File: src/design/stopwatch_pkg.sv
package stopwatch_pkg;

  // One decimal digit
  typedef logic [3:0] bcd_t;

  // Segments, active low
  // Bit 0 is a, bit 6 is g
  typedef logic [6:0] seg_t;

  // One-hot digit enable, active low
  typedef logic [3:0] anode_t;

  // Scanned digit index
  // 3 = seconds tens ... 0 = hundredths ones
  typedef logic [1:0] digit_idx_t;

  // ****************************************
  // Control FSM
  // ****************************************
  typedef enum logic [1:0] {
    st_idle,   // Cleared, waiting for start
    st_run,    // Counting
    st_pause   // Frozen, display blinks
  } sw_state_t;

  // All segments dark
  localparam seg_t SEG_BLANK = 7'b111_1111;

endpackage

File: src/design/clock_pkg.sv
package clock_pkg;

  // Divider counter, wide enough for the slowest half-period
  typedef logic [24:0] div_count_t;

  // ****************************************
  // Default half-periods, 40 MHz board clock
  // ****************************************
  // 100 Hz count clock, one step per hundredth
  localparam div_count_t DEF_DIV_COUNT = div_count_t'(200000);

  // 1 kHz scan clock for digit mux and keys
  localparam div_count_t DEF_DIV_SCAN = div_count_t'(20000);

  // 1 Hz blink clock for the paused display
  localparam div_count_t DEF_DIV_BLINK = div_count_t'(20000000);

  // Full period is twice the half-period
  // Counters run 0 .. DIV-1, then wrap and toggle

endpackage
File: src/design/stopwatch_top.sv
`timescale 1ns/1ps
module stopwatch_top import clock_pkg::*, stopwatch_pkg::*; #(
  parameter div_count_t DIV_COUNT = DEF_DIV_COUNT,
  parameter div_count_t DIV_SCAN  = DEF_DIV_SCAN,
  parameter div_count_t DIV_BLINK = DEF_DIV_BLINK
) (
  input  logic   clk,
  input  logic   rst_n,
  input  logic   btn_start,  // Raw level
  input  logic   btn_reset,  // Raw level
  output seg_t   seg,
  output anode_t an,
  output logic   led_run
);

  logic clk_count, clk_scan, clk_blink;  // Slow square waves, sampled in clk domain
  logic start_pulse, reset_pulse;
  logic count_en, clear, blank;
  bcd_t hund_ones, hund_tens, sec_ones, sec_tens;

  // ****************************************
  // Timebase and keys
  // ****************************************
  clock_generator #(
    .DIV_COUNT(DIV_COUNT),
    .DIV_SCAN (DIV_SCAN),
    .DIV_BLINK(DIV_BLINK)
  ) u_clock_generator (.clk, .rst_n, .clk_count, .clk_scan, .clk_blink);

  key_debounce u_key_start (.clk, .rst_n, .clk_scan, .btn(btn_start), .press(start_pulse));
  key_debounce u_key_reset (.clk, .rst_n, .clk_scan, .btn(btn_reset), .press(reset_pulse));

  // ****************************************
  // Control, time and display
  // ****************************************
  stopwatch_ctrl u_ctrl (
    .clk, .rst_n, .start_pulse, .reset_pulse, .clk_blink,
    .count_en, .clear, .blank, .led_run
  );

  bcd_time_counter u_counter (
    .clk, .rst_n, .clk_count, .count_en, .clear,
    .hund_ones, .hund_tens, .sec_ones, .sec_tens
  );

  display_scan u_scan (
    .clk, .rst_n, .clk_scan, .blank,
    .hund_ones, .hund_tens, .sec_ones, .sec_tens, .seg, .an
  );

endmodule

File: src/design/display_scan.sv
`timescale 1ns/1ps
module display_scan import stopwatch_pkg::*; (
  input  logic   clk,
  input  logic   rst_n,
  input  logic   clk_scan,
  input  logic   blank,      // Whole display dark
  input  bcd_t   hund_ones,
  input  bcd_t   hund_tens,
  input  bcd_t   sec_ones,
  input  bcd_t   sec_tens,
  output seg_t   seg,
  output anode_t an
);

  logic       scan_q;
  logic       scan_rise;
  digit_idx_t idx, idx_next;
  bcd_t       digit;     // Selected for the next slot
  seg_t       seg_dec;

  assign scan_rise = clk_scan & ~scan_q;
  assign idx_next  = idx - 2'd1;  // 3, 2, 1, 0, 3 ...

  always_comb
  begin
    unique case (idx_next)
      2'd3:    digit = sec_tens;
      2'd2:    digit = sec_ones;
      2'd1:    digit = hund_tens;
      default: digit = hund_ones;
    endcase
    // BCD to segments, bit 0 is a
    case (digit)
      4'd0:    seg_dec = 7'b100_0000;
      4'd1:    seg_dec = 7'b111_1001;
      4'd2:    seg_dec = 7'b010_0100;
      4'd3:    seg_dec = 7'b011_0000;
      4'd4:    seg_dec = 7'b001_1001;
      4'd5:    seg_dec = 7'b001_0010;
      4'd6:    seg_dec = 7'b000_0010;
      4'd7:    seg_dec = 7'b111_1000;
      4'd8:    seg_dec = 7'b000_0000;
      4'd9:    seg_dec = 7'b001_0000;
      default: seg_dec = SEG_BLANK;  // Not a BCD code
    endcase
  end

  // Index, anodes and segments move together
  always_ff @(posedge clk or negedge rst_n)
  begin
    if (!rst_n)
    begin
      scan_q <= 1'b0;
      idx    <= '0;
      an     <= '1;  // Nothing lit
      seg    <= SEG_BLANK;
    end
    else
    begin
      scan_q <= clk_scan;
      if (scan_rise)
      begin
        idx <= idx_next;
        an  <= blank ? '1 : ~(anode_t'(1) << idx_next);
        seg <= blank ? SEG_BLANK : seg_dec;
      end
    end
  end

endmodule

File: src/design/bcd_time_counter.sv
`timescale 1ns/1ps
module bcd_time_counter import stopwatch_pkg::*; (
  input  logic clk,
  input  logic rst_n,
  input  logic clk_count,
  input  logic count_en,
  input  logic clear,
  output bcd_t hund_ones,
  output bcd_t hund_tens,
  output bcd_t sec_ones,
  output bcd_t sec_tens
);

  logic count_q;    // Last seen count clock
  logic step;       // Add one hundredth this cycle
  bcd_t h1_next, h10_next, s1_next, s10_next;

  assign step = clk_count & ~count_q & count_en;

  // ****************************************
  // Carry ripple, limits 9 9 9 5
  // ****************************************
  always_comb
  begin
    h1_next  = hund_ones + 4'd1;
    h10_next = hund_tens;
    s1_next  = sec_ones;
    s10_next = sec_tens;
    if (hund_ones == 4'd9)
    begin
      h1_next  = 4'd0;
      h10_next = (hund_tens == 4'd9) ? 4'd0 : hund_tens + 4'd1;
      if (hund_tens == 4'd9)
      begin
        s1_next = (sec_ones == 4'd9) ? 4'd0 : sec_ones + 4'd1;
        if (sec_ones == 4'd9)
          s10_next = (sec_tens == 4'd5) ? 4'd0 : sec_tens + 4'd1;  // Wrap after 59.99
      end
    end
  end

  always_ff @(posedge clk or negedge rst_n)
  begin
    if (!rst_n)
    begin
      count_q   <= 1'b0;
      hund_ones <= '0;
      hund_tens <= '0;
      sec_ones  <= '0;
      sec_tens  <= '0;
    end
    else
    begin
      count_q <= clk_count;
      if (clear)
      begin
        hund_ones <= '0;  // Clear beats a pending step
        hund_tens <= '0;
        sec_ones  <= '0;
        sec_tens  <= '0;
      end
      else if (step)
      begin
        hund_ones <= h1_next;
        hund_tens <= h10_next;
        sec_ones  <= s1_next;
        sec_tens  <= s10_next;
      end
    end
  end

endmodule

File: src/design/stopwatch_ctrl.sv
`timescale 1ns/1ps
module stopwatch_ctrl import stopwatch_pkg::*; (
  input  logic clk,
  input  logic rst_n,
  input  logic start_pulse,
  input  logic reset_pulse,
  input  logic clk_blink,
  output logic count_en,  // High only while running
  output logic clear,     // One-cycle zero request
  output logic blank,     // Blink mask for the display
  output logic led_run
);

  sw_state_t state, state_next;

  // ****************************************
  // Transitions
  // ****************************************
  always_comb
  begin
    state_next = state;
    unique case (state)
      st_idle:
        if (start_pulse)
          state_next = st_run;
      st_run:
        if (start_pulse)
          state_next = st_pause;  // Reset ignored here
      st_pause:
        if (reset_pulse)
          state_next = st_idle;   // Reset wins over start
        else if (start_pulse)
          state_next = st_run;
      default:
        state_next = st_idle;
    endcase
  end

  // State and registered outputs
  always_ff @(posedge clk or negedge rst_n)
  begin
    if (!rst_n)
    begin
      state    <= st_idle;
      count_en <= 1'b0;
      clear    <= 1'b0;
      blank    <= 1'b0;
      led_run  <= 1'b0;
    end
    else
    begin
      state    <= state_next;
      count_en <= (state_next == st_run);
      led_run  <= (state_next == st_run);
      clear    <= (state == st_pause) && reset_pulse;
      blank    <= (state_next == st_pause) && clk_blink;  // Flash while paused
    end
  end

endmodule

File: src/design/key_debounce.sv
`timescale 1ns/1ps
module key_debounce (
  input  logic clk,
  input  logic rst_n,
  input  logic clk_scan,  // Sampling strobe source
  input  logic btn,       // Raw button level
  output logic press      // One-cycle pulse per accepted press
);

  logic       btn_meta, btn_sync;  // Two-flop synchronizer
  logic       scan_q;              // Last seen scan clock
  logic       scan_rise;
  logic [3:0] hist;                // Newest sample in bit 0
  logic       accepted;            // Debounced level

  assign scan_rise = clk_scan & ~scan_q;

  always_ff @(posedge clk or negedge rst_n)
  begin
    if (!rst_n)
    begin
      btn_meta <= 1'b0;
      btn_sync <= 1'b0;
      scan_q   <= 1'b0;
      hist     <= '0;
      accepted <= 1'b0;
      press    <= 1'b0;
    end
    else
    begin
      btn_meta <= btn;
      btn_sync <= btn_meta;
      scan_q   <= clk_scan;
      if (scan_rise)
        hist <= {hist[2:0], btn_sync};  // Sample on scan edge
      // Level moves only when four samples agree
      if (&hist)
        accepted <= 1'b1;
      else if (~|hist)
        accepted <= 1'b0;
      press <= (&hist) & ~accepted;  // Rising accepted level
    end
  end

endmodule

File: src/design/clock_generator.sv
`timescale 1ns/1ps
module clock_generator import clock_pkg::*; #(
  parameter div_count_t DIV_COUNT = DEF_DIV_COUNT,
  parameter div_count_t DIV_SCAN  = DEF_DIV_SCAN,
  parameter div_count_t DIV_BLINK = DEF_DIV_BLINK
) (
  input  logic clk,
  input  logic rst_n,
  output logic clk_count,  // Hundredths step
  output logic clk_scan,   // Digit mux and key sampling
  output logic clk_blink   // Pause flash
);

  div_count_t cnt_count, cnt_count_next;
  div_count_t cnt_scan, cnt_scan_next;
  div_count_t cnt_blink, cnt_blink_next;
  logic clk_count_next, clk_scan_next, clk_blink_next;

  // ****************************************
  // Next-state logic, one section per output
  // ****************************************
  always_comb
  begin
    // Count clock
    cnt_count_next = (cnt_count == DIV_COUNT - 1'b1) ? '0 : cnt_count + 1'b1;
    clk_count_next = (cnt_count == DIV_COUNT - 1'b1) ? ~clk_count : clk_count;
    // Scan clock
    cnt_scan_next = (cnt_scan == DIV_SCAN - 1'b1) ? '0 : cnt_scan + 1'b1;
    clk_scan_next = (cnt_scan == DIV_SCAN - 1'b1) ? ~clk_scan : clk_scan;
    // Blink clock
    cnt_blink_next = (cnt_blink == DIV_BLINK - 1'b1) ? '0 : cnt_blink + 1'b1;
    clk_blink_next = (cnt_blink == DIV_BLINK - 1'b1) ? ~clk_blink : clk_blink;
  end

  // ****************************************
  // Counter and output flops
  // ****************************************
  always_ff @(posedge clk or negedge rst_n)
  begin
    if (!rst_n)
    begin
      cnt_count <= '0;
      cnt_scan  <= '0;
      cnt_blink <= '0;
      clk_count <= 1'b0;  // All outputs start low
      clk_scan  <= 1'b0;
      clk_blink <= 1'b0;
    end
    else
    begin
      cnt_count <= cnt_count_next;
      cnt_scan  <= cnt_scan_next;
      cnt_blink <= cnt_blink_next;
      clk_count <= clk_count_next;
      clk_scan  <= clk_scan_next;
      clk_blink <= clk_blink_next;
    end
  end

endmodule

File: config.mk
export PLATFORM = sky130hd
export DESIGN_NAME = stopwatch_top
export DESIGN_NICKNAME = d
export VERILOG_FILES = /design/src/design/stopwatch_pkg.sv /design/src/design/clock_pkg.sv /design/src/design/stopwatch_top.sv /design/src/design/display_scan.sv /design/src/design/bcd_time_counter.sv /design/src/design/stopwatch_ctrl.sv /design/src/design/key_debounce.sv /design/src/design/clock_generator.sv
export SDC_FILE = /design/constraint.sdc
export NUM_CORES = 1
export LEC_CHECK = 0
export ABC_CLOCK_PERIOD_IN_PS = 6200
export BUFFER_PORTS_ARGS = -buffer_cell sky130_fd_sc_hd__buf_4
export CAP_MARGIN = 20
export CORE_ASPECT_RATIO = 2
export CORE_MARGIN = 1.5
export CORE_UTILIZATION = 55
export DETAILED_ROUTE_END_ITERATION = 8
export PLACE_DENSITY = 0.68
export SLEW_MARGIN = 5
export SYNTH_ARGS = -nofsm -noshare
export SYNTH_HDL_FRONTEND = slang
export SYNTH_SLANG_ARGS = --single-unit
File: constraint.sdc
create_clock -name clk -period 6.2 [get_ports clk]
set_input_delay 0 -clock clk [delete_from_list [all_inputs] [get_ports clk]]
set_output_delay 0 -clock clk [all_outputs]
set_load 0.03 [all_outputs]
======== Yosys cells after proc, flatten, opt, wreduce, memory -nomap -nowiden ========
Memories as Yosys holds them, arrays and structs flattened.
Index checks and enable logic that the tools add are counted.
word-level totals
  bits in registers ....................... 130
  word-level logic and storage cells ...... 114
  bits in read-only memories .............. 112
  bits in latches ......................... 0
  input bits .............................. 4
  RAM bits ................................ 0
  output and inout bits ................... 12
  memories kept ........................... 1
operators by class
  shifts and indexed selects .............. 1
  reduce and logical (&&, ||, !) cells .... 14
  equality and inequality tests ........... 16
  $mul .................................... 0
  bitwise operators ....................... 13
  div/mod/pow operators ................... 0
  muxes and demuxes ....................... 32
  add/subtract/negate cells ............... 8
  magnitude comparators ................... 0
memories
  memory           depth  bits a word  rd ports  clocked after memory_dff  write ports  RTL line            text
  (no name shown)  16     7            1         0                         0            display_scan.sv:33  case (digit)
operator list
  kind                                                                      count
  4-bit two-way mux                                                         19
  25-bit by 1-bit adder with 25-bit output (second input constant)          3
  25-bit two-way mux                                                        3
  25-bit by 15-bit equality test with 1-bit output (second input constant)  1
  25-bit by 18-bit equality test with 1-bit output (second input constant)  1
  25-bit equality test (second input constant)                              1
  4-bit by 1-bit adder with 4-bit output (second input constant)            4
  4-bit equality test (second input constant)                               3
  4-bit case mux with 3 select lines                                        1
  4-bit AND reduction                                                       3
  2-bit equality test (second input constant)                               4
  2-bit nonzero test                                                        4
  4-bit OR reduction                                                        2
  7-bit two-way mux                                                         1
  1-bit NOT                                                                 7
  2-bit by 1-bit equality test with 1-bit output (second input constant)    3
  2-bit two-way mux                                                         3
  2-bit case mux with 3 select lines                                        1
  1-bit AND                                                                 5
  4-bit by 3-bit equality test with 1-bit output (second input constant)    1
  1-bit two-way mux                                                         4
  2-bit != test (second input constant)                                     2
  4-bit NOT                                                                 1
  1-bit by 2-bit left shift with 4-bit output (first input constant)        1
  5 further kinds                                                           6

======== Longest topological paths before layout ========
Gate-level depths: netlist of the first run.
  depth in word-level cells ............... 7
  gate-level depth with buffers ........... 8
  gate-level depth less buffers ........... 8

======== Cells and area by module ========
Synthesis of the first run repeated with hierarchy kept, for this count alone.
unflattened totals
  cells, all modules ...................... 586
  area total of the unflattened synthesis .. 6421.2 um^2
modules (own cells, without submodules)
  module            seq. area each (um^2)  area each (um^2)  cells an instance  instances
  clock_generator   1951.9                 3683.5            347                1
  bcd_time_counter  425.4                  1001.0            96                 1
  display_scan      364.1                  878.3             90                 1
  key_debounce      225.2                  326.6             19                 2
  stopwatch_ctrl    125.1                  205.2             15                 1

======== Least setup slack after synthesis of the first run ========
No wires, ideal clock.
  path type ............................... flip-flop to flip-flop
  from .................................... register u_scan.idx[1]
  to ...................................... register u_scan.seg[1]
  path buffers ............................ 0
  setup time .............................. 0.060 ns
  period minus slack after synthesis ...... 1.984 ns
  path slack .............................. 4.216 ns
  data required time ...................... 6.140 ns
  data arrival time ....................... 1.924 ns
  cell stages (with the launch flop) ...... 8
  cell sequence ........................... dfrtp_1 > inv_1 > ha_1 > mux2i_1 > ha_1 > nor2b_1 > o21ai_0 > o21a_1
on the way
  word-level cells in the longest chain between the ends .. 5
  elaborated cells on any way between the ends .. 7
  classes of those cells .................. add/sub (1); eq/ne (3); mux (2); memory (1)
ends and longest elaborated chain
  item                                                                                          RTL line            text
  start, declared                                                                               display_scan.sv:17  digit_idx_t idx, idx_next;
  start signal, assigned                                                                        display_scan.sv:63  idx <= idx_next;
  2-bit by 1-bit subtractor with 2-bit output *                                                 display_scan.sv:22  assign idx_next = idx - 2'd1;
  2-bit by 1-bit equality test with 1-bit output / 2-bit equality test (equally long branches)  display_scan.sv:26  unique case (idx_next)
  4-bit case mux with 3 select lines *                                                          display_scan.sv:26
  memory read 16 x 7 bit *                                                                      --
  7-bit two-way mux *                                                                           display_scan.sv:65  seg <= blank ? SEG_BLANK : seg_dec;
  end signal, assigned                                                                          display_scan.sv:65
  end, declared                                                                                 display_scan.sv:11  output seg_t seg,
Mark *: on every way between the ends. The rest lies on a longest branch, timed or not.
A chain may end at the register's enable or synchronous reset.

======== Final worst setup path of the first run ========
  from .................................... register u_scan.idx[0]
  to ...................................... register u_scan.seg[1]
on the way
  word-level cells in the longest chain between the ends .. 5
  elaborated cells on any way between the ends .. 7
  classes of those cells .................. add/sub (1); eq/ne (3); mux (2); memory (1)
ends and longest elaborated chain
  item                                                                                          RTL line
  2-bit by 1-bit subtractor with 2-bit output *                                                 display_scan.sv:22
  named net u_scan.idx_next[0]                                                                  display_scan.sv:17
  2-bit by 1-bit equality test with 1-bit output / 2-bit equality test (equally long branches)  display_scan.sv:26
  4-bit case mux with 3 select lines *                                                          display_scan.sv:26
  memory read 16 x 7 bit *                                                                      --
  7-bit two-way mux *                                                                           display_scan.sv:65
The timed path passes the listed nets; every way through them passes the cells marked *.

==> results of run 1 <==
state kept, by name, summed over array words and instances (netlist names), 2 cells and up:
signal	cells
u_ctrl.state	2
u_clock_generator.cnt_count	25
u_scan.seg	7
u_key_reset.hist	4
u_counter.sec_ones	4
u_counter.sec_tens	4
u_scan.idx	2
u_clock_generator.cnt_scan	25
u_counter.hund_ones	4
u_scan.an	4
u_key_start.hist	4
u_clock_generator.cnt_blink	25
u_counter.hund_tens	4
worst max-delay path: cells and delay by family, from the launching register on:
family / cells / cell delay (ps)
multiplexers: 1 / 510
buffers and inverters: 1 / 140
flip-flops: 1 / 410
adder cells (fa/ha/maj): 2 / 630
AO/OA/AOI/OAI: 3 / 420
AND/OR/NAND/NOR: 1 / 130
cell usage after synthesis, types with 7 or more instances:
library cell | number | area, sq um
dfrtp_1 | 119 | 2980
nor2_1 | 62 | 233
nand2_1 | 38 | 143
xnor2_1 | 34 | 298
nand3_1 | 31 | 155
xor2_1 | 31 | 272
inv_1 | 24 | 90.1
a21oi_1 | 23 | 115
ha_1 | 19 | 238
nand4_1 | 17 | 106
mux2_2 | 14 | 158
o21ai_0 | 14 | 70.1
nor3_1 | 13 | 65.1
dfstp_2 | 11 | 289
and3_1 | 9 | 56.3
a31oi_1 | 8 | 50.1
or3_1 | 8 | 50.1
buf_2 | 7 | 35.0
layer usage:
layer	GRT usage, %	wire (um)	up-vias
li1	-	-	2041
met1	23.0	4420	2075
met2	38.9	6650	49
met3	4.19	246	23
met4	9.18	227	0
met5	0	0	-
area by class of cell:
class	count	share of cell area, %
Sequential cell	130	46.6
Multi-Input combinational cell	402	38.9
Clock buffer	24	6.87
Timing Repair Buffer	22	2.75
Tap cell	140	2.50
Inverter	24	1.28
Clock inverter	8	1.12
power by group through the flow:
stage / Combinational (W) / Clock, W / Sequential, W
2_1_floorplan: 0.0000000112 / 0 / 0.000866
3_3_place_gp: 0.0000185 / 0 / 0.000866
3_5_place_dp: 0.0000187 / 0 / 0.000866
4_1_cts: 0.0000202 / 0.000960 / 0.000851
5_1_grt: 0.0000243 / 0.000996 / 0.000851
6_report: 0.0000203 / 0.000943 / 0.000851
final timing paths:
check / from / end / slack (ps)
max reg2reg: u_scan.idx[0] / u_scan.seg[1] / 3890
max: u_scan.idx[0] / u_scan.seg[1] / 3890
min: rst_n / u_counter.sec_ones[1] / 110
min reg2reg: u_key_start.btn_meta / u_key_start.btn_sync / 350
min in group clk: btn_start / u_key_start.btn_meta / 230
max in group asynchronous: rst_n / u_clock_generator.clk_blink / 4860
metrics by stage:
step / util (%) / total power, W / instance area, sq um / std cells / hold WS, ps
3_5_place_dp: 58.7 / 0.000884 / 6390 / 713 / 14.9
3_3_place_gp: 58.7 / 0.000884 / 6390 / 713 / 8.88
4_1_cts: 64.2 / 0.00183 / 6980 / 748 / 120
6_report: 64.5 / 0.00181 / 7020 / 750 / 106
5_1_grt: 64.5 / 0.00187 / 7020 / 750 / 154
2_1_floorplan: - / 0.000866 / 6160 / 569 / -296
logic make-up after synthesis:
| family | count (synthesis) |
|---|---|
| and+or+nand+nor | 231 |
| DFF | 130 |
| AOI/OAI and AO/OA | 67 |
| xor gates and xnor gates | 65 |
| buffers and inverters | 37 |
| muxes | 20 |
| adders and majority gates | 19 |
cell usage in the layout, fill, tap and decap left out, drive strengths merged, types with 6 or more instances in the layout:
master / count
xnor2: 34
clkbuf: 24
and3: 10
xor2: 31
a31oi: 8
nor2: 63
nor2b: 6
buf: 19
mux2: 15
dfstp: 11
nand4: 18
or3: 9
o21ai: 14
nand2: 38
nor3: 16
ha: 19
inv: 24
dfrtp: 119
nand3: 34
nor4: 7
a21oi: 23
what timing repair did:
item / CTS / global route
setup endpoints to repair: 0 / 0
gates resized for setup: 0 / 0
hold buffers: 3 / 0
hold endpoints to repair: 43 / 0
==> impl_metrics.ini, run 1 <==
[detailed_routing]
drt_pass1_iterations = 7
postRouteAntennaNets = 0
vias = 4188
avgViaCountPerCell = 5.58
wire_per_inst_um = 15.4
drtIter0Drc = 154
wl_um = 11500
drc_errors = 0

[placement]
dp_hpwl_um = 7940
place_ws_ps = 3930
io_buffers = 15
gp_congestion = 0.803

[timing]
grt_setup_unrepaired = no
slew_headroom_pct = 38.5
worst_slew_pin_slew_ps = 917
finalSetupViolCount = 0
post-route-min-period_ps = 2310
slew_viol_final = 0
fmax_mhz = 434
fin_tns_setup_ps = 0
worst_slack_ps = 3890
timing.final.crit_share_pct = 37.2
hold_violations = 0
skew_ps = 8.26

[synthesis]
syn-cell-area_sq_mm = 0.00616
synth-xor-area-share_pct = 9.24
synth.avg_cell_area_sq_um = 10.8
synth_edf_count = 0
postSynthCellCount = 569
synth-seq-area-share_pct = 53.0
synth_nets = 592
synth_compound_area_share_pct = 6.82
synthFlopType = dfrtp_1
synth_seq_cells = 130
synth_fa_ha_area_share_pct = 3.86
ys_warn_count = 0
async_flop_share_pct = 100
synth_cell_types = 58
synth_top_family_by_area = simple AND/OR/NAND/NOR gates
synth-simple-area-share_pct = 20.8
synth_mux_area_share_pct = 3.55

[power]
power_frac_clock_pct = 52.0
switching_share_pct = 20.8
vdd_ir_drop_max_mv = 0.235
leakagePower_nw = 3.26
p_int_w = 0.00144
combPwrFrac_pct = 1.1
sequentialPowerShare_pct = 46.9
p_per_area_mw_per_mm2 = 259
switchingPower_w = 0.000378

[critical_path]
worstPathCellList = inv_1 > ha_1 > a222oi_1 > mux2i_1 > ha_1 > nor2b_1 > o21ai_0 > o21a_1
critPathArrivalTime_ps = 2660
crit_type = flip-flop to flip-flop
cp_max_fo = 8
worst_path_largest_cell_delay_ps = 510
worst-r2r-cell-count = 8
critPathSlowestCell = mux2i_1
start_kind = flip-flop
cp-end-kind = flip-flop
crit_required_ps = 6560
worst_path_most_repeated_cell = ha_1

[die]
start_util_pct = 56.6
die_w_um = 77.8
fp.dieH_um = 153
rows = 54
io_pins = 16
die_area_sq_mm = 0.0119
core-area_sq_mm = 0.0109

[cts]
post_cts_buffers = 0
clock_latency_ps = 410
numCtsBuffers = 17
cts_num_sinks = 130
clockBufferDepth = 2
clockRootBuffer = clkbuf_16
clkTransAtPathRegs_ps = 60
cts.htree.levels = 4
cts_tree = done

[final_layout]
area_delta_synth_final_pct = 13.9
regArea_sq_mm = 0.00327
fin_nets = 620
multi_input_area_sq_mm = 0.00273
drive_gt1_share_pct = 14.8
fillCellCount = 866
antenna_cells = 0

[global_route]
antenna_found_initial = 0
grt_max_degree = 90
gr-usage-all-layers_pct = 21.2
grt_pass1_wl_um = 19800
grt_pass1_vias = 4309
overflow = 0

[run]
maxCapViolCount = 0

[status]
outcome = finished clean

[worst_hold_path]
worstHoldPathType = primary input to asynchronous set/reset pin
(Power assumes the default switching activity.)
==> run 2, diff against run 1 <==
ABC_CLOCK_PERIOD_IN_PS = 2300   (was 6200)
clock period = 2.3 ns   (was 6.2 ns; I/O delays follow)
==> run 2 against run 1 <==
  * Design area is 2.2% higher
  * Die area did not move
  * Sequential cell count stayed put
  * Clock power grew to 3.0 times the previous value
  * Sequential share of layout area fell by 0.98 points
  * Sequential power increased to 2.7 times the previous value
  * Critical path depth shrank 1
  * Critical path type unchanged
==> impl_metrics.ini, run 2 (same netlist as run 1, synthesis figures left out) <==
[status]
outcome = finished clean

[timing]
timing.final.crit_share_pct = 95.2
slew_headroom_pct = 54.8
finalSetupViolCount = 0
hold_violations = 0
skew_ps = 6.43
fmax_mhz = 457
slew_viol_final = 0
worst_slew_pin_slew_ps = 677
fin_tns_setup_ps = 0
grt_setup_unrepaired = no
post-route-min-period_ps = 2190
whs_ps = 154

[final_layout]
area_delta_synth_final_pct = 16.3
fin_nets = 629
final_cell_mix = dfrtp_1 (119), nor2_1 (62), nand2_1 (38)
largest_registers = u_clock_generator.cnt_blink: 25 flops, u_clock_generator.cnt_count: 25 flops, u_clock_generator.cnt_scan: 25 flops
final_common_cell = dfrtp_1
antenna_cells = 0
fin_cells = 759
drive_gt1_share_pct = 17.0

[critical_path]
cp_max_fo = 5
crit_required_ps = 2630
reg2reg_from = u_scan.idx[0]
cp-end-kind = flip-flop
crit_type = flip-flop to flip-flop
start_kind = flip-flop
worst-r2r-cell-count = 7
rr_endpoint = u_scan.seg[2]
r2r_slack_ps = 110
critPathArrivalTime_ps = 2520

[cts]
clkTransAtPathRegs_ps = 60
clockRootBuffer = clkbuf_16
cts_num_sinks = 130
cts.htree.levels = 4
post_cts_buffers = 0
numCtsBuffers = 17
clockBufferDepth = 2
cts_tree = done
clock_latency_ps = 410

[global_route]
grt_pass1_vias = 4510
use_met3_pct = 4.31
antenna_found_initial = 0
grt-busiest-layer = met2
grt_pass1_wl_um = 20600
use_met1_pct = 23.8
globalRouteMet2Util_pct = 40.3
grt_max_degree = 52
overflow = 0
gr-usage-all-layers_pct = 21.9

[detailed_routing]
wire_per_inst_um = 15.4
avgViaCountPerCell = 5.64
postRouteAntennaNets = 0
vias = 4284
drc_errors = 0
wl_um = 11700
drt_pass1_iterations = 5
drtIter0Drc = 201

[die]
die_area_sq_mm = 0.0119
io_pins = 16
core-area_sq_mm = 0.0109
fp.dieH_um = 153
rows = 54
die_w_um = 77.8
start_util_pct = 56.6

[worst_hold_path]
worstHoldPathType = primary input to asynchronous set/reset pin

[placement]
gp_congestion = 0.851
dp_hpwl_um = 8200
io_buffers = 15
dp_cells = 724

[power]
p_total_w = 0.00522
vdd_ir_drop_max_mv = 0.602
p_per_area_mw_per_mm2 = 729
leakagePower_nw = 3.35

[run]
maxCapViolCount = 0
==> run 2: cell count changes in the layout (fill, tap and decap cells not counted), moves of 2 or more <==
cell,change
bufinv_16,+3
buf_4,+9
clkbuf_1,-4
clkbuf_8,-3
inv_6,+2
clkinv_4,+2
==> run 2: worst max-delay path by stage <==
stage                               end  depth (start not counted)  slack (ps)          start
after global placement    u_scan.seg[3]                          7         250  u_scan.idx[0]
after CTS                 u_scan.seg[0]                          7          80  u_scan.idx[0]
after detailed placement  u_scan.seg[0]                          7         100  u_scan.idx[0]
final                     u_scan.seg[2]                          7         110  u_scan.idx[0]
after global routing      u_scan.seg[1]                          8          20  u_scan.idx[0]
after floorplan           u_scan.seg[1]                          7         320  u_scan.idx[1]
==> run 2: power by group <==
group | internal [W] | leakage, nW | switching, W
logic | 0.0000145 | 1.32 | 0.0000449
clock network | 0.00183 | 0.302 | 0.00104
registers | 0.00229 | 1.72 | 0.000000676
==> run 2: worst max-delay path, stage by stage (launching register included) <==
cell	delay [ps]
dfrtp_1	400
inv_1	110
ha_2	230
a222oi_1	370
mux2i_1	220
or2_1	290
a221oi_1	390
nor2_1	90
==> run 2: final cells by class <==
cell class	instances	area (sq um)
timing repair buffer	31	265
multi-input combinational	402	2740
clock buffer	17	425
sequential	130	3270
tap	140	175
clock inverter	15	208
fill	844	3710
inverter	24	90.1
==> run 2: stage by stage <==
stage	area, sq um	setup WS [ps]	utilization [%]
after floorplan	6160	316	-
after global placement	6500	246	59.7
after detailed placement	6500	95.8	59.7
after CTS	7160	75.5	65.8
after global routing	7170	16.0	65.9
final	7170	111	65.9
==> run 2: layer usage <==
metal  routed length, um  up-vias
li1                    -     2050
met1                4580     2151
met2                6600       61
met3                 263       22
met4                 253        0
met5                   0        -
==> run 2: timing repair <==
action                                  in CTS  in global routing
hold endpoints to repair                    48                  0
hold buffers                                 3                  0
resized for setup                            0                  3
endpoints found under the setup margin       0                  3
==> run 3, diff against run 2 <==
ABC_CLOCK_PERIOD_IN_PS = 1850   (was 2300)
PLACE_DENSITY = 0.7   (was 0.68)
clock period = 1.85 ns   (was 2.3 ns; I/O delays follow)
==> run 3 against run 2 <==
  * The run now ends with negative setup slack left
  * Fmax rose by 8.7%
  * Via count rose by 5.9%
  * Die area did not move
  * Global-route usage rose by 2.3 points
  * Count of clock-buffer cells in the layout rose by 3
  * Design area rose by 7.9%
  * Register-to-register slack got worse by 270 ps
  * Clock power rose by 25%
  * Non-clock buffer count rose by 43
  * Critical path depth rose by 2
  * Setup slack got worse by 270 ps
  * Sequential power rose by 24%
  * Critical path type unchanged
  * Largest cell class unchanged
==> impl_metrics.ini, run 3 (same netlist as run 1, synthesis figures left out) <==
[die]
io_pins = 16
die_area_sq_mm = 0.0119
start_util_pct = 56.6
core-area_sq_mm = 0.0109
die_w_um = 77.8
rows = 54
fp.dieH_um = 153

[critical_path]
critPathArrivalTime_ps = 2370
reg2reg_from = u_scan.idx[0]
crit_type = flip-flop to flip-flop
crit_required_ps = 2200
cp_max_fo = 4
worstPathCellList = inv_4 > ha_4 > buf_6 > a222oi_1 > mux2_4 > ha_2 > nor2b_1 > o21ai_1 > o21a_1
start_kind = flip-flop
endpoint = u_scan.seg[1]
rr_endpoint = u_scan.seg[1]
worst_path_largest_cell_delay_ps = 430
r2r_slack_ps = -160
critPathSlowestCell = dfrtp_2
cp-end-kind = flip-flop
worst-r2r-cell-count = 9
cp-startpoint = u_scan.idx[0]

[cts]
cts.htree.levels = 4
clkTransAtPathRegs_ps = 70
clockRootBuffer = clkbuf_16
clock_latency_ps = 410
numCtsBuffers = 17
cts_num_sinks = 130
clockBufferDepth = 2
cts_tree = done

[detailed_routing]
wire_per_inst_um = 16.5
wl_um = 13300
postRouteAntennaNets = 0
drc_errors = 0
drtIter0Drc = 231
vias = 4535
avgViaCountPerCell = 5.65
drt_pass1_iterations = 5

[timing]
fin_tns_setup_ps = -745
slew_headroom_pct = 69.8
worst_slew_pin_slew_ps = 453
whs_ps = 66.1
grt_setup_unrepaired = yes
slew_viol_final = 0
skew_ps = 11.9
finalSetupViolCount = 7
worst_slack_ps = -164
post-route-min-period_ps = 2010
hold_violations = 0
fmax_mhz = 497
timing.final.crit_share_pct = 109

[power]
p_per_area_mw_per_mm2 = 841
leakagePower_nw = 3.59
power_frac_clock_pct = 55.0
sequentialPowerShare_pct = 43.8
switchingPower_w = 0.00131
switching_share_pct = 20.1
vdd_ir_drop_max_mv = 0.729
p_total_w = 0.00650
combPwrFrac_pct = 1.1
p_int_w = 0.00520

[final_layout]
largest_registers = u_clock_generator.cnt_blink: 25 flops, u_clock_generator.cnt_count: 25 flops, u_clock_generator.cnt_scan: 25 flops
fin_nets = 672
final_common_cell = dfrtp_1
antenna_cells = 0
area_delta_synth_final_pct = 25.5
fin_cells = 802
final_area_sq_mm = 0.00773
final_cell_mix = dfrtp_1 (116), buf_4 (62), nor2_1 (60)
drive_gt1_share_pct = 27.5

[placement]
io_buffers = 15
dp_hpwl_um = 8740
placed_area_sq_mm = 0.00673
dp_cells = 753
gp_congestion = 0.852

[global_route]
overflow = 0
antenna_found_initial = 0
grt_pass1_vias = 4871
grt_pass1_wl_um = 22600
gr-usage-all-layers_pct = 24.2
grt_max_degree = 54

[worst_hold_path]
worstHoldPathType = primary input to asynchronous set/reset pin

[run]
maxCapViolCount = 0

[status]
violations = negative setup slack
outcome = complete, but fails checks
run 3: per-stage QoR:
stage               setup WS (ps)  utilization [%]
floorplan                   -74.1                -
CTS                          -118             69.5
global placement            -52.3             61.9
detailed placement           -183             61.9
global route                 -216             71.1
finish                       -164             71.1
run 3: final cells by class:
cell class	count	area, sq um
Clock buffer	20	457
Tap cell	140	175
Clock inverter	12	180
Sequential cell	130	3270
Fill cell	760	3150
Timing Repair Buffer	74	608
Inverter	24	92.6
Multi-Input combinational cell	402	2950
run 3: worst max-delay path: cells and delay by family (launching register included):
kind | cells | cell delay [ps]
AO/OA/AOI/OAI | 3 | 540
adder cells (fa/ha/maj) | 2 | 440
flip-flops | 1 | 430
AND/OR/NAND/NOR | 1 | 130
multiplexers | 1 | 230
buffers and inverters | 2 | 180
run 3: worst min-delay path by stage:
stage / end / cells after the start / slack, ps
5_1_grt: u_counter.sec_tens[0] / 2 / 100
4_1_cts: u_counter.sec_tens[0] / 2 / 80
6_report: u_counter.sec_tens[0] / 2 / 70
3_5_place_dp: u_counter.sec_tens[0] / 1 / -30
2_1_floorplan: u_clock_generator.clk_blink / 0 / -300
3_3_place_gp: u_counter.sec_tens[0] / 1 / -20
run 3: power by group through the flow:
| stage | Clock (W) | Combinational, W | Sequential [W] |
|---|---|---|---|
| floorplan | 0 | 0.0000000348 | 0.00290 |
| global placement | 0 | 0.0000707 | 0.00290 |
| detailed placement | 0 | 0.0000716 | 0.00290 |
| CTS | 0.00364 | 0.0000768 | 0.00285 |
| global route | 0.00377 | 0.0000859 | 0.00285 |
| finish | 0.00358 | 0.0000722 | 0.00285 |
run 3: per-layer routing:
layer | share of wire [%] | GRT usage (%) | routed length (um) | vias up
met2 | 57 | 44.2 | 7560 | 85
met3 | 2.2 | 5.03 | 297 | 31
met4 | 2.9 | 11.2 | 389 | 0
li1 | - | - | - | 2137
met5 | 0 | 0 | 0 | -
met1 | 38 | 26.0 | 5010 | 2282
run 3: repair_timing:
action / 4_1_cts / 5_1_grt
cloned: 1 / 0
pin swaps: 14 / 11
endpoints found under the setup margin: 8 / 32
resized for setup: 24 / 26
hold buffers: 3 / 0
buffers inserted: 5 / 8
endpoints found under the hold margin: 121 / 0
